===== config.mk =====
export PLATFORM = sky130hd
export DESIGN_NAME = mcu_ao_ctrl_top
export DESIGN_NICKNAME = d
export VERILOG_FILES = /design/src/design/mcu_ctrl_pkg.sv /design/src/design/pwr_ctrl_if.sv /design/src/design/pwr_domain_seq.sv /design/src/design/power_manager.sv /design/src/design/fast_intr_ctrl.sv /design/src/design/mcu_ao_ctrl_top.sv
export SDC_FILE = /design/constraint.sdc
export NUM_CORES = 1
export LEC_CHECK = 0
export ABC_AREA = 0
export ABC_CLOCK_PERIOD_IN_PS = 2700
export BUFFER_PORTS_ARGS = -buffer_cell sky130_fd_sc_hd__buf_2
export CAP_MARGIN = 10
export CORE_MARGIN = 2
export CORE_UTILIZATION = 45
export CTS_BUF_LIST = sky130_fd_sc_hd__clkbuf_16
export DETAILED_ROUTE_END_ITERATION = 7
export PLACE_DENSITY = 0.68
export SYNTH_ARGS = -nofsm -noshare
export SYNTH_HDL_FRONTEND = slang
export SYNTH_HIERARCHICAL = 1
export SYNTH_SLANG_ARGS = --single-unit
export TNS_END_PERCENT = 30

===== constraint.sdc =====
create_clock -name clk_i -period 2.7 [get_ports clk_i]
set_clock_uncertainty 0.2 [all_clocks]
set_input_delay 0.135 -clock clk_i [delete_from_list [all_inputs] [get_ports clk_i]]
set_output_delay 0.135 -clock clk_i [all_outputs]
set_load 0.01 [all_outputs]

===== src/design/mcu_ctrl_pkg.sv =====
////////////////////////////////////////////////////////////
// request encoding and default sizes for the always-on
// power and fast interrupt controller
////////////////////////////////////////////////////////////

package mcu_ctrl_pkg;

  // default count of retentive memory banks
  localparam int NUM_BANKS_DEF = 2;

  // default width of the fast interrupt vector
  localparam int NUM_FAST_DEF = 16;

  // what the power manager asks of one domain sequencer
  typedef enum logic [1:0] {
    // domain stays powered and clocked
    PWR_REQ_ON     = 2'b00,
    // full power gating through the switch
    PWR_REQ_OFF    = 2'b01,
    // clock gated, memory contents held
    PWR_REQ_RETAIN = 2'b10
  } pwr_req_e;

endpackage


===== src/design/pwr_ctrl_if.sv =====
////////////////////////////////////////////////////////////
// power control bundle of one domain, every signal active low
////////////////////////////////////////////////////////////

interface pwr_ctrl_if;

  logic switch_n;
  logic switch_ack_n;
  logic iso_n;
  logic rst_n;
  logic clkgate_en_n;
  logic retentive_n;

  // sequencer side
  modport seq (
    output switch_n,
    output iso_n,
    output rst_n,
    output clkgate_en_n,
    output retentive_n,
    input  switch_ack_n
  );

  // switch cell and pad side
  modport pad (
    input  switch_n,
    input  iso_n,
    input  rst_n,
    input  clkgate_en_n,
    input  retentive_n,
    output switch_ack_n
  );

endinterface


===== src/design/pwr_domain_seq.sv =====
////////////////////////////////////////////////////////////
// switch_ack_n must already be synchronous to clk_i
// a started sequence always runs to completion
////////////////////////////////////////////////////////////

module pwr_domain_seq #(
  parameter bit HAS_RETENTION = 1'b0
) (
  input  logic                   clk_i,
  input  logic                   rst_n_i,
  input  mcu_ctrl_pkg::pwr_req_e req_i,
  pwr_ctrl_if.seq                pwr
);

  import mcu_ctrl_pkg::*;

  typedef enum logic [3:0] {
    ST_ON,
    ST_CG_OFF,
    ST_ISO_OFF,
    ST_RST_OFF,
    ST_SW_OFF,
    ST_OFF,
    ST_SW_ON,
    ST_RST_ON,
    ST_ISO_ON,
    ST_RET_IN,
    ST_RET,
    ST_RET_OUT
  } state_e;

  state_e state_q;
  logic   switch_q;
  logic   iso_q;
  logic   rst_q;
  logic   clkgate_q;
  logic   retentive_q;
  logic   ret_req;

  // without retention a retain request reads as on
  assign ret_req = HAS_RETENTION && (req_i == PWR_REQ_RETAIN);

  always_ff @(posedge clk_i or negedge rst_n_i) begin
    if (!rst_n_i) begin
      state_q     <= ST_ON;
      switch_q    <= 1'b1;
      iso_q       <= 1'b1;
      rst_q       <= 1'b1;
      clkgate_q   <= 1'b1;
      retentive_q <= 1'b1;
    end else begin
      case (state_q)
        ST_ON: begin
          if (req_i == PWR_REQ_OFF) begin
            clkgate_q <= 1'b0;
            state_q   <= ST_CG_OFF;
          end else if (ret_req) begin
            clkgate_q <= 1'b0;
            state_q   <= ST_RET_IN;
          end
        end
        // power-down, one control per cycle
        ST_CG_OFF: begin
          iso_q   <= 1'b0;
          state_q <= ST_ISO_OFF;
        end
        ST_ISO_OFF: begin
          rst_q   <= 1'b0;
          state_q <= ST_RST_OFF;
        end
        ST_RST_OFF: begin
          switch_q <= 1'b0;
          state_q  <= ST_SW_OFF;
        end
        // hold until the switch reports off
        ST_SW_OFF: begin
          if (!pwr.switch_ack_n) begin
            state_q <= ST_OFF;
          end
        end
        ST_OFF: begin
          if (req_i != PWR_REQ_OFF) begin
            switch_q <= 1'b1;
            state_q  <= ST_SW_ON;
          end
        end
        // supply back, then reset, isolation, clock
        ST_SW_ON: begin
          if (pwr.switch_ack_n) begin
            rst_q   <= 1'b1;
            state_q <= ST_RST_ON;
          end
        end
        ST_RST_ON: begin
          iso_q   <= 1'b1;
          state_q <= ST_ISO_ON;
        end
        ST_ISO_ON: begin
          clkgate_q <= 1'b1;
          state_q   <= ST_ON;
        end
        ST_RET_IN: begin
          retentive_q <= 1'b0;
          state_q     <= ST_RET;
        end
        // an off request from here goes back through on
        ST_RET: begin
          if (req_i != PWR_REQ_RETAIN) begin
            retentive_q <= 1'b1;
            state_q     <= ST_RET_OUT;
          end
        end
        ST_RET_OUT: begin
          clkgate_q <= 1'b1;
          state_q   <= ST_ON;
        end
        default: begin
          state_q <= ST_ON;
        end
      endcase
    end
  end

  assign pwr.switch_n     = switch_q;
  assign pwr.iso_n        = iso_q;
  assign pwr.rst_n        = rst_q;
  assign pwr.clkgate_en_n = clkgate_q;
  assign pwr.retentive_n  = retentive_q;

endmodule


===== src/design/power_manager.sv =====
////////////////////////////////////////////////////////////
// requests are combinational from the level inputs
// a pending fast interrupt always overrides cpu sleep
////////////////////////////////////////////////////////////

module power_manager #(
  parameter int NUM_BANKS = mcu_ctrl_pkg::NUM_BANKS_DEF,
  parameter int NUM_FAST  = mcu_ctrl_pkg::NUM_FAST_DEF
) (
  input  logic                 clk_i,
  input  logic                 rst_n_i,
  input  logic                 core_sleep_i,
  input  logic                 cpu_pwr_down_en_i,
  input  logic                 periph_off_i,
  input  logic [NUM_BANKS-1:0] bank_off_i,
  input  logic [NUM_BANKS-1:0] bank_retain_i,
  input  logic [NUM_FAST-1:0]  fast_pending_i,
  pwr_ctrl_if.seq              cpu_pwr,
  pwr_ctrl_if.seq              periph_pwr,
  pwr_ctrl_if.seq              bank_pwr [NUM_BANKS-1:0]
);

  import mcu_ctrl_pkg::*;

  pwr_req_e cpu_req;
  pwr_req_e periph_req;
  pwr_req_e bank_req [NUM_BANKS];
  logic     cpu_can_sleep;

  // wake-up on any pending fast line
  assign cpu_can_sleep = core_sleep_i & cpu_pwr_down_en_i & ~(|fast_pending_i);

  assign cpu_req    = cpu_can_sleep ? PWR_REQ_OFF : PWR_REQ_ON;
  assign periph_req = periph_off_i ? PWR_REQ_OFF : PWR_REQ_ON;

  // off beats retain
  always_comb begin
    for (int k = 0; k < NUM_BANKS; k++) begin
      if (bank_off_i[k]) begin
        bank_req[k] = PWR_REQ_OFF;
      end else if (bank_retain_i[k]) begin
        bank_req[k] = PWR_REQ_RETAIN;
      end else begin
        bank_req[k] = PWR_REQ_ON;
      end
    end
  end

  pwr_domain_seq #(
    .HAS_RETENTION(1'b0)
  ) cpu_seq_i (
    .clk_i,
    .rst_n_i,
    .req_i(cpu_req),
    .pwr  (cpu_pwr)
  );

  pwr_domain_seq #(
    .HAS_RETENTION(1'b0)
  ) periph_seq_i (
    .clk_i,
    .rst_n_i,
    .req_i(periph_req),
    .pwr  (periph_pwr)
  );

  for (genvar k = 0; k < NUM_BANKS; k++) begin : g_bank
    pwr_domain_seq #(
      .HAS_RETENTION(1'b1)
    ) bank_seq_i (
      .clk_i,
      .rst_n_i,
      .req_i(bank_req[k]),
      .pwr  (bank_pwr[k])
    );
  end

endmodule


===== src/design/fast_intr_ctrl.sv =====
////////////////////////////////////////////////////////////
// sources sampled on clk_i, rising edge sets pending
// set wins over a clear on the same edge
////////////////////////////////////////////////////////////

module fast_intr_ctrl #(
  parameter int NUM_FAST = mcu_ctrl_pkg::NUM_FAST_DEF
) (
  input  logic                clk_i,
  input  logic                rst_n_i,
  input  logic [NUM_FAST-1:0] fast_intr_i,
  input  logic                fast_clr_i,
  input  logic [NUM_FAST-1:0] fast_clr_mask_i,
  output logic [NUM_FAST-1:0] pending_o
);

  logic [NUM_FAST-1:0] intr_q;
  logic [NUM_FAST-1:0] pending_q;
  logic [NUM_FAST-1:0] rise;
  logic [NUM_FAST-1:0] clr;

  // low last cycle, high now
  assign rise = fast_intr_i & ~intr_q;

  // mask only counts during the clear pulse
  assign clr = fast_clr_i ? fast_clr_mask_i : '0;

  always_ff @(posedge clk_i or negedge rst_n_i) begin
    if (!rst_n_i) begin
      intr_q <= '0;
    end else begin
      intr_q <= fast_intr_i;
    end
  end

  always_ff @(posedge clk_i or negedge rst_n_i) begin
    if (!rst_n_i) begin
      pending_q <= '0;
    end else begin
      pending_q <= (pending_q & ~clr) | rise;
    end
  end

  assign pending_o = pending_q;

endmodule


===== src/design/mcu_ao_ctrl_top.sv =====
////////////////////////////////////////////////////////////
// acks must be synchronous to clk_i; debug reset gates only
// the cpu and peripheral resets, banks have no reset output
////////////////////////////////////////////////////////////

module mcu_ao_ctrl_top #(
  parameter int NUM_BANKS = mcu_ctrl_pkg::NUM_BANKS_DEF,
  parameter int NUM_FAST  = mcu_ctrl_pkg::NUM_FAST_DEF
) (
  input  logic                 clk_i,
  input  logic                 rst_n_i,
  input  logic                 debug_reset_n_i,

  input  logic                 core_sleep_i,
  input  logic                 cpu_pwr_down_en_i,
  input  logic                 cpu_switch_ack_n_i,
  output logic                 cpu_switch_n_o,
  output logic                 cpu_iso_n_o,
  output logic                 cpu_rst_n_o,

  input  logic                 periph_off_i,
  input  logic                 periph_switch_ack_n_i,
  output logic                 periph_switch_n_o,
  output logic                 periph_iso_n_o,
  output logic                 periph_rst_n_o,
  output logic                 periph_clkgate_en_n_o,

  input  logic [NUM_BANKS-1:0] bank_off_i,
  input  logic [NUM_BANKS-1:0] bank_retain_i,
  input  logic [NUM_BANKS-1:0] bank_switch_ack_n_i,
  output logic [NUM_BANKS-1:0] bank_switch_n_o,
  output logic [NUM_BANKS-1:0] bank_iso_n_o,
  output logic [NUM_BANKS-1:0] bank_retentive_n_o,
  output logic [NUM_BANKS-1:0] bank_clkgate_en_n_o,

  input  logic [NUM_FAST-1:0]  fast_intr_i,
  input  logic                 fast_clr_i,
  input  logic [NUM_FAST-1:0]  fast_clr_mask_i,
  output logic [NUM_FAST-1:0]  irq_fast_o
);

  logic [NUM_FAST-1:0] fast_pending;

  pwr_ctrl_if cpu_pwr ();
  pwr_ctrl_if periph_pwr ();
  pwr_ctrl_if bank_pwr [NUM_BANKS-1:0] ();

  fast_intr_ctrl #(
    .NUM_FAST(NUM_FAST)
  ) fast_intr_ctrl_i (
    .clk_i,
    .rst_n_i,
    .fast_intr_i,
    .fast_clr_i,
    .fast_clr_mask_i,
    .pending_o(fast_pending)
  );

  power_manager #(
    .NUM_BANKS(NUM_BANKS),
    .NUM_FAST (NUM_FAST)
  ) power_manager_i (
    .clk_i,
    .rst_n_i,
    .core_sleep_i,
    .cpu_pwr_down_en_i,
    .periph_off_i,
    .bank_off_i,
    .bank_retain_i,
    .fast_pending_i(fast_pending),
    .cpu_pwr       (cpu_pwr),
    .periph_pwr    (periph_pwr),
    .bank_pwr      (bank_pwr)
  );

  assign irq_fast_o = fast_pending;

  // cpu domain
  assign cpu_pwr.switch_ack_n = cpu_switch_ack_n_i;
  assign cpu_switch_n_o       = cpu_pwr.switch_n;
  assign cpu_iso_n_o          = cpu_pwr.iso_n;
  // debug ndmreset holds the core in reset
  assign cpu_rst_n_o          = cpu_pwr.rst_n & debug_reset_n_i;

  // peripheral domain
  assign periph_pwr.switch_ack_n = periph_switch_ack_n_i;
  assign periph_switch_n_o       = periph_pwr.switch_n;
  assign periph_iso_n_o          = periph_pwr.iso_n;
  assign periph_rst_n_o          = periph_pwr.rst_n & debug_reset_n_i;
  assign periph_clkgate_en_n_o   = periph_pwr.clkgate_en_n;

  for (genvar k = 0; k < NUM_BANKS; k++) begin : g_bank_pads
    assign bank_pwr[k].switch_ack_n = bank_switch_ack_n_i[k];
    assign bank_switch_n_o[k]       = bank_pwr[k].switch_n;
    assign bank_iso_n_o[k]          = bank_pwr[k].iso_n;
    assign bank_retentive_n_o[k]    = bank_pwr[k].retentive_n;
    assign bank_clkgate_en_n_o[k]   = bank_pwr[k].clkgate_en_n;
  end

endmodule


==> impl_metrics.json, run 1 <==
{
  "status": "complete, no violations",
  "n_fill_cell": 599,
  "place.gp.congestion": 0.836,
  "yosysWarnings": 6,
  "viasPerCell": 5.04,
  "cts_max_level": 3,
  "syn_inst": 328,
  "grt_pass1_wl_um": 11800,
  "numCtsBuffers": 9,
  "netSwitchingFraction_pct": 36.0,
  "power.switching_mw": 1.47,
  "peakVddDrop_mv": 0.436,
  "finalNetCount": 478,
  "antenna_found_initial": 0,
  "root_buffer": "clkbuf_16",
  "vias": 2660,
  "hpwlAfterDp_um": 4770,
  "use_met2_pct": 33.0,
  "drive_above_1_share_pct": 29.9,
  "layout_setup_ws_ns": 0.522,
  "die_area_mm2": 0.00786,
  "postRouteAntennaNets": 0,
  "r2r_cells": 7,
  "finalCritPeriodShare_pct": 80.7,
  "postCtsSetupRepairBufs": 0,
  "startpoint_type": "register",
  "relSlewSlack_pct": 47.6,
  "n_antenna_cell": 0,
  "grtUsageTotal_pct": 19.7,
  "crit_fanout": 3,
  "die_x_um": 88.6,
  "io_buffers": 77,
  "routed_wl_um": 7180,
  "p_int_mw": 2.62,
  "rsz0062_at_grt": "no",
  "use_met3_pct": 6.90,
  "maxCapViolations": 0,
  "clkSinkCount": 63,
  "netlist_area_mm2": 0.00322,
  "layout_commonest_cell": "buf_2",
  "hold_path_class": "in2reg",
  "min_path_cells": 4,
  "rows": 30,
  "initial_core_util_pct": 46.9,
  "leakage_nw": 1.97,
  "clk_latency_ns": 0.32,
  "clock_path_buffers": 2,
  "clkSlewWorstSetupHoldPaths_ns": 0.06,
  "cts_tree": "built",
  "p_per_area_mw_per_mm2": 971,
  "grt-busiest-layer": "met2",
  "grt_pass1_vias": 2603,
  "comb_power_share_pct": 29.7,
  "place_ws_ns": 0.506,
  "dr.pass1.iters": 4,
  "hold_violations": 0,
  "num_io_pins": 78,
  "grt_max_degree": 64,
  "cp-end-kind": "register",
  "crit_type": "reg2reg",
  "die_y_um": 88.6,
  "drc": 0,
  "setup_viol": 0,
  "coreArea_mm2": 0.00687,
  "overflow": 0,
  "fin_crit_ns": 2.18,
  "wl_per_cell_um": 13.6,
  "clkPwrFrac_pct": 28.1,
  "fin_tns_setup_ns": 0,
  "max_freq_ghz": 0.459,
  "slew_viol_final": 0,
  "syn_to_final_growth_pct": 30.9,
  "mostFrequentLayoutCells": "77 x buf_2, 48 x dfrtp_1, 36 x nand2_1, 35 x dlygate4sd3_1, 27 x inv_1",
  "drtIter0Drc": 107,
  "worstMarginPinSlew_ns": 0.786,
  "crit_arrival_ns": 2.22,
  "p_seq_share_pct": 42.2,
  "required_ns": 2.74,
  "syn-mean-instance-area_um2": 9.83,
  "gr-usage-met1_pct": 23.3
}
==> area by class of cell <==
cell class	instances	area, µm²	area share, %
Tap cell	96	120	2.85
Inverter	32	120	2.85
Multi-Input combinational cell	208	1340	31.6
Sequential cell	63	1600	37.8
Timing Repair Buffer	113	743	17.6
Clock inverter	7	80.1	1.90
Clock buffer	9	225	5.34
==> worst max-delay path, cell delays in order, from the launching register on <==
cell and delay, ns:
dfrtp_1 0.41, nor4_2 0.29, nand4_1 0.14, nor4_2 0.41, nand2b_4 0.10, a222oi_1 0.34, nand2_1 0.10, o22ai_2 0.11
==> registers in the layout, indices dropped and copies added, names as in the netlist <==
register                                            cells
power_manager_i/periph_seq_i/pwr.rst_n                  1
power_manager_i/periph_seq_i/pwr.clkgate_en_n           1
power_manager_i/cpu_seq_i/pwr.rst_n                     1
power_manager_i/g_bank.bank_seq_i/pwr.clkgate_en_n      2
power_manager_i/periph_seq_i/pwr.switch_n               1
power_manager_i/g_bank.bank_seq_i/pwr.switch_n          2
power_manager_i/g_bank.bank_seq_i/pwr.retentive_n       2
power_manager_i/g_bank.bank_seq_i/pwr.iso_n             2
fast_intr_ctrl_i/intr_q                                16
fast_intr_ctrl_i/pending_o                             16
power_manager_i/cpu_seq_i/pwr.switch_n                  1
power_manager_i/cpu_seq_i/pwr.iso_n                     1
power_manager_i/periph_seq_i/state_q                    4
power_manager_i/cpu_seq_i/state_q                       4
power_manager_i/periph_seq_i/pwr.iso_n                  1
power_manager_i/g_bank.bank_seq_i/state_q               8
==> what timing repair did <==
action                                 in CTS  in global routing
gates resized for setup                     0                  0
endpoints found under the hold margin      82                  0
hold buffers                               35                  0
==> final timing paths <==
path / from / slack, ns / to
worst min register to register: power_manager_i/periph_seq_i/pwr.switch_n$_DFFE_PN1P_ / 0.27 / power_manager_i/periph_seq_i/pwr.switch_n$_DFFE_PN1P_
worst min-delay path: periph_off_i / 0.01 / power_manager_i/periph_seq_i/pwr.switch_n$_DFFE_PN1P_
worst max-delay path: fast_intr_ctrl_i/pending_o[8]$_DFF_PN0_ / 0.52 / power_manager_i/cpu_seq_i/state_q[0]$_DFFE_PN0P_
min in group asynchronous: rst_n_i / 0.31 / power_manager_i/g_bank[1].bank_seq_i/state_q[3]$_DFFE_PN0P_
worst max register to register: fast_intr_ctrl_i/pending_o[8]$_DFF_PN0_ / 0.52 / power_manager_i/cpu_seq_i/state_q[0]$_DFFE_PN0P_
max in group asynchronous: rst_n_i / 1.46 / fast_intr_ctrl_i/pending_o[12]$_DFF_PN0_
==> through the flow <==
stage	utilization (%)	instance area, µm²	power, mW	hold WS [ns]	cells
final	61.4	4220	4.10	0.0114	528
after global routing	61.4	4220	4.38	0.0359	528
after global placement	51.9	3560	2.86	0.0568	477
after floorplan	-	3240	2.69	-0.361	333
after CTS	61.4	4220	4.13	0.00428	528
after detailed placement	51.9	3560	2.91	0.0591	477
==> power groups by stage <==
| stage | clock network (mW) | logic [mW] | registers (mW) |
|---|---|---|---|
| after floorplan | 0 | 1.24 | 1.45 |
| after detailed placement | 0 | 1.17 | 1.74 |
| after global routing | 1.22 | 1.37 | 1.79 |
| final | 1.15 | 1.22 | 1.73 |
| after global placement | 0 | 1.15 | 1.72 |
| after CTS | 1.18 | 1.22 | 1.72 |
==> routing by layer <==
layer / up-vias / wire length, µm
met3: 14 / 359
met2: 55 / 3560
li1: 1311 / -
met1: 1280 / 3130
met5: - / 0
met4: 0 / 129
(Power assumes the default switching activity.)
==> inputs of run 2 (changes only) <==
- ABC_CLOCK_PERIOD_IN_PS: 2700 -> 1860
- PLACE_DENSITY: 0.68 -> 0.71
- clock period: 2.7 -> 1.86 ns (I/O delays scaled with it)
==> run 2 against run 1 <==
Net effect:
- the flow now finishes with violations (setup timing)
- final cell count up 4.2%
- sequential power increased by 38%
- sequential cell count did not move
- total power increased by 53%
- design area rose by 5.5%
- highest routed layer unchanged
- hold slack improved by 0.0020 ns
- global-route usage is 0.90 points higher
- clock-buffer cell count unchanged
- combinational power up 69%
- register-to-register slack worse by 0.76 ns
- sequential share of layout area shrank 2.0 points
==> impl_metrics.json, run 2 (synthesis results as in run 1) <==
{
  "status": "finished, violations left",
  "violations": "setup timing",
  "r2r_cells": 7,
  "rows": 30,
  "hold_violations": 0,
  "crit_type": "reg2reg",
  "fin_total_pwr_mw": 6.28,
  "wl_per_cell_um": 13.6,
  "routed_wl_um": 7490,
  "fin_crit_ns": 2.10,
  "drc": 0,
  "cts_max_level": 3,
  "startpoint_type": "register",
  "relSlewSlack_pct": 61.6,
  "viasPerCell": 5.06,
  "finalCritPeriodShare_pct": 113,
  "io_buffers": 77,
  "drive_above_1_share_pct": 33.0,
  "hold_path_class": "in2reg",
  "numCtsBuffers": 9,
  "postCtsSetupRepairBufs": 0,
  "clkSinkCount": 63,
  "n_fill_cell": 547,
  "maxCapViolations": 0,
  "grt_max_degree": 25,
  "crit_arrival_ns": 2.15,
  "antenna_found_initial": 0,
  "die_x_um": 88.6,
  "hold_end": "fast_intr_ctrl_i/pending_o[15]$_DFF_PN0_",
  "cts_tree": "built",
  "top_layer": "met4",
  "grt_pass1_vias": 2697,
  "dr.pass1.iters": 5,
  "startpoint": "fast_intr_ctrl_i/pending_o[4]$_DFF_PN0_",
  "setup_viol": 2,
  "clk_latency_ns": 0.33,
  "num_io_pins": 78,
  "grt_pass1_wl_um": 12400,
  "place_ws_ns": -0.166,
  "wl_met1_um": 3330,
  "die_y_um": 88.6,
  "place.gp.congestion": 0.843,
  "met3_length_um": 425,
  "syn_to_final_growth_pct": 38.1,
  "layout_setup_ws_ns": -0.237,
  "r2r_start": "fast_intr_ctrl_i/pending_o[4]$_DFF_PN0_",
  "min_path_cells": 3,
  "peakVddDrop_mv": 0.615,
  "grtUsageTotal_pct": 20.6,
  "drtIter0Drc": 162,
  "leakage_nw": 2.11,
  "crit_chain": "nor4b_2 -> nand4_1 -> nor4_4 -> nand2b_4 -> a222oi_1 -> nand2_1 -> o22ai_2",
  "met2_length_um": 3610,
  "required_ns": 1.91,
  "overflow": 0,
  "mostFrequentLayoutCells": "77 x buf_2, 48 x dfrtp_1, 37 x dlygate4sd3_1, 36 x nand2_1, 27 x inv_1",
  "worstMarginPinSlew_ns": 0.576,
  "layout_commonest_cell": "buf_2",
  "r2r_end": "power_manager_i/cpu_seq_i/state_q[0]$_DFFE_PN0P_",
  "initial_core_util_pct": 46.9,
  "finalNetCount": 500,
  "coreArea_mm2": 0.00687,
  "rsz0062_at_grt": "yes",
  "hpwlAfterDp_um": 4960,
  "die_area_mm2": 0.00786,
  "postRouteAntennaNets": 0,
  "hold_start": "fast_clr_i",
  "crit_fanout": 3,
  "rrSetupSlack_ns": -0.24,
  "clock_path_buffers": 2,
  "slowest_delay_ns": 0.39,
  "cp-end-kind": "register",
  "p_per_area_mw_per_mm2": 1410,
  "slew_viol_final": 0,
  "clkSlewWorstSetupHoldPaths_ns": 0.06,
  "max_freq_ghz": 0.477,
  "root_buffer": "clkbuf_16",
  "crit_path_top_delay_cell": "dfrtp_1",
  "vias": 2782,
  "n_antenna_cell": 0
}
run 2: changes by cell type in the layout (fill, tap and decap cells not counted), sizes merged:
cell | before | now
clkinvlp | 2 | 0
bufinv | 1 | 2
inv | 34 | 35
buf | 78 | 98
dlygate4sd3 | 35 | 37
run 2: worst max path at each step:
stage | end | cells past startpoint
2_1_floorplan | power_manager_i/cpu_seq_i/state_q[0]$_DFFE_PN0P_ | 7
3_3_place_gp | power_manager_i/cpu_seq_i/state_q[0]$_DFFE_PN0P_ | 7
3_5_place_dp | power_manager_i/cpu_seq_i/state_q[0]$_DFFE_PN0P_ | 7
4_1_cts | power_manager_i/cpu_seq_i/state_q[0]$_DFFE_PN0P_ | 7
5_1_grt | power_manager_i/cpu_seq_i/state_q[0]$_DFFE_PN0P_ | 7
6_report | power_manager_i/cpu_seq_i/state_q[0]$_DFFE_PN0P_ | 7
run 2: where the power goes:
group | switching [mW] | internal [mW] | leakage (nW)
Sequential | 0.547 | 1.84 | 0.723
Clock | 0.643 | 1.19 | 0.161
Combinational | 1.02 | 1.04 | 1.22
run 2: what timing repair did:
item	in CTS	in global routing
endpoints found under the setup margin	2	3
cloned	0	0
pin swaps	1	0
resized for setup	0	1
endpoints found under the hold margin	86	0
hold buffers	37	0
run 2: area by class of cell:
type	instances	area [µm²]	area share [%]
flip-flops and latches	63	1600	35.8
multi-input cells	208	1350	30.3
repair buffers	135	938	21.1
clock buffers	9	225	5.06
inverters	32	120	2.70
well taps	96	120	2.70
clock inverters	7	104	2.33
run 2: through the flow:
step | hold WS (ns) | instances | utilization (%) | TNS, ns | cell area (µm²)
finish | 0.0134 | 550 | 64.8 | -0.287 | 4450
CTS | 0.00522 | 550 | 64.7 | -0.227 | 4450
floorplan | -0.403 | 333 | - | -0.0279 | 3250
global placement | -0.0813 | 497 | 54.6 | -0.155 | 3750
global route | 0.0282 | 550 | 64.8 | -0.710 | 4450
detailed placement | -0.0779 | 497 | 54.6 | -0.230 | 3750
run 2: per-layer routing:
layer  vias up  track usage, %
met5         -               0
met4         0            7.16
met2        94            32.6
li1       1355               -
met3        15            5.32
met1      1318            27.5
run 2: worst max-delay path: cells and delay by family, from the launching register on:
kind               cells  cell delay [ns]
AOI/OAI and AO/OA      2             0.48
DFF                    1             0.39
and+or+nand+nor        5             0.95
==> inputs of run 3 (changes only) <==
- SETUP_SLACK_MARGIN: unset -> 0.4
- SLEW_MARGIN: unset -> 15
- TNS_END_PERCENT: 30 -> 10
==> run 3 against run 2 <==
Net effect:
- the flow still finishes with violations (setup timing)
- worst setup slack improved by 0.013 ns
- hold slack improved by 0.0064 ns
- critical path type unchanged
- maximum frequency increased by 0.61%
- highest routed layer unchanged
- critical endpoint unchanged
- largest cell class unchanged
- utilization increased by 0.67 points
==> impl_metrics.json, run 3 (synthesis results as in run 1) <==
{
  "cp-end-kind": "register",
  "routed_wl_um": 7580,
  "layout_commonest_cell": "buf_2",
  "viasPerCell": 5.08,
  "drc": 0,
  "r2r_start": "fast_intr_ctrl_i/pending_o[4]$_DFF_PN0_",
  "clkSlewWorstSetupHoldPaths_ns": 0.06,
  "cts_tree": "built",
  "leakage_nw": 2.11,
  "worstMarginPinSlew_ns": 0.585,
  "n_antenna_cell": 0,
  "crit_arrival_ns": 2.13,
  "root_buffer": "clkbuf_16",
  "fin_total_pwr_mw": 6.37,
  "hold_violations": 0,
  "required_ns": 1.91,
  "dr.pass1.iters": 4,
  "place.gp.congestion": 0.843,
  "grt_pass1_wl_um": 12600,
  "crit_chain": "nor4b_2 -> nand4_1 -> nor4_4 -> nand2b_4 -> a222oi_1 -> nand2_1 -> o22ai_2",
  "clk_latency_ns": 0.33,
  "startpoint_type": "register",
  "grtUsageTotal_pct": 20.9,
  "grt-busiest-layer": "met2",
  "setup_viol": 2,
  "overflow": 0,
  "hold_path_class": "in2reg",
  "rsz0062_at_grt": "yes",
  "die_area_mm2": 0.00786,
  "peakVddDrop_mv": 0.610,
  "hold_start": "fast_clr_i",
  "die_y_um": 88.6,
  "fin_crit_ns": 2.08,
  "finalNetCount": 500,
  "crit_type": "reg2reg",
  "max_freq_ghz": 0.480,
  "gr-usage-met1_pct": 28.1,
  "grt_max_degree": 25,
  "syn_to_final_growth_pct": 39.5,
  "violations": "setup timing",
  "initial_core_util_pct": 46.9,
  "fin_tns_setup_ns": -0.287,
  "status": "finished, violations left",
  "clkSinkCount": 63,
  "rows": 30,
  "relSlewSlack_pct": 61.0,
  "antenna_found_initial": 0,
  "post-route-util_pct": 65.5,
  "grt_pass1_vias": 2706,
  "drtIter0Drc": 151,
  "p_per_area_mw_per_mm2": 1420,
  "use_met3_pct": 5.32,
  "crit_path_top_delay_cell": "dfrtp_1",
  "numCtsBuffers": 9,
  "slew_viol_final": 0,
  "use_met2_pct": 33.1,
  "vias": 2792,
  "mostFrequentLayoutCells": "77 x buf_2, 44 x dfrtp_1, 37 x dlygate4sd3_1, 36 x nand2_1, 27 x inv_1",
  "layout_setup_ws_ns": -0.224,
  "postRouteAntennaNets": 0,
  "wl_per_cell_um": 13.8,
  "crit_fanout": 3,
  "coreArea_mm2": 0.00687,
  "maxCapViolations": 0,
  "finalCritPeriodShare_pct": 112,
  "die_x_um": 88.6,
  "slowest_delay_ns": 0.39,
  "num_io_pins": 78,
  "startpoint": "fast_intr_ctrl_i/pending_o[4]$_DFF_PN0_",
  "io_buffers": 77,
  "drive_above_1_share_pct": 35.5,
  "hpwlAfterDp_um": 4960,
  "cts_max_level": 3,
  "clock_path_buffers": 2
}
## run 3: changes by cell type in the layout (fill, tap and decap cells not counted), moves of 2 or more
cell	delta
nor2_2	+2
dfrtp_1	-4
dfrtp_2	+4
nor2_1	-2
## run 3: report_power, final
| part | total (mW) | leakage [nW] | internal (mW) | switching, mW |
|---|---|---|---|---|
| clock network | 1.84 | 0.161 | 1.19 | 0.644 |
| registers | 2.40 | 0.718 | 1.85 | 0.559 |
| logic | 2.13 | 1.23 | 1.07 | 1.05 |
## run 3: layout make-up
class / instances / area, µm²
Clock buffer: 9 / 225
Timing Repair Buffer: 135 / 942
Fill cell: 547 / 2370
Inverter: 32 / 120
Multi-Input combinational cell: 208 / 1390
Clock inverter: 7 / 104
Sequential cell: 63 / 1600
Tap cell: 96 / 120
## run 3: layer usage
metal / wire, µm / up-vias
met2: 3650 / 80
met4: 156 / 0
li1: - / 1356
met1: 3390 / 1336
met5: 0 / -
met3: 388 / 20
## run 3: final timing paths
path / to / slack [ns] / cells past startpoint
max in group asynchronous: power_manager_i/periph_seq_i/pwr.clkgate_en_n$_DFFE_PN1P_ / 0.74 / 3
min in group asynchronous: fast_intr_ctrl_i/intr_q[10]$_DFF_PN0_ / 0.11 / 2
min reg2reg: power_manager_i/periph_seq_i/pwr.switch_n$_DFFE_PN1P_ / 0.27 / 2
max reg2reg: power_manager_i/cpu_seq_i/state_q[0]$_DFFE_PN0P_ / -0.22 / 7
max: power_manager_i/cpu_seq_i/state_q[0]$_DFFE_PN0P_ / -0.22 / 7
min: fast_intr_ctrl_i/pending_o[15]$_DFF_PN0_ / 0.02 / 3
## run 3: per-stage QoR
step                      setup WS [ns]  hold WS [ns]  cell area, µm²  cells
after floorplan                 -0.0279        -0.403            3250    333
after global placement           -0.118       -0.0813            3750    497
after detailed placement         -0.166       -0.0779            3750    497
after CTS                        -0.170       0.00522            4460    550
after global routing             -0.369        0.0339            4500    550
final                            -0.224        0.0198            4500    550
## run 3: timing repair
| item | in CTS | in global routing |
|---|---|---|
| pin swaps | 10 | 10 |
| gates resized for setup | 7 | 8 |
| buffers inserted | 0 | 0 |
| hold endpoints to repair | 86 | 0 |
| setup endpoints to repair | 10 | 15 |
| hold buffers | 37 | 0 |
## run 3: critical path, delay by kind of cell (launching register included)
| kind | cells | cell delay (ns) |
|---|---|---|
| AOI/OAI and AO/OA | 2 | 0.48 |
| DFF | 1 | 0.39 |
| and+or+nand+nor | 5 | 0.94 |
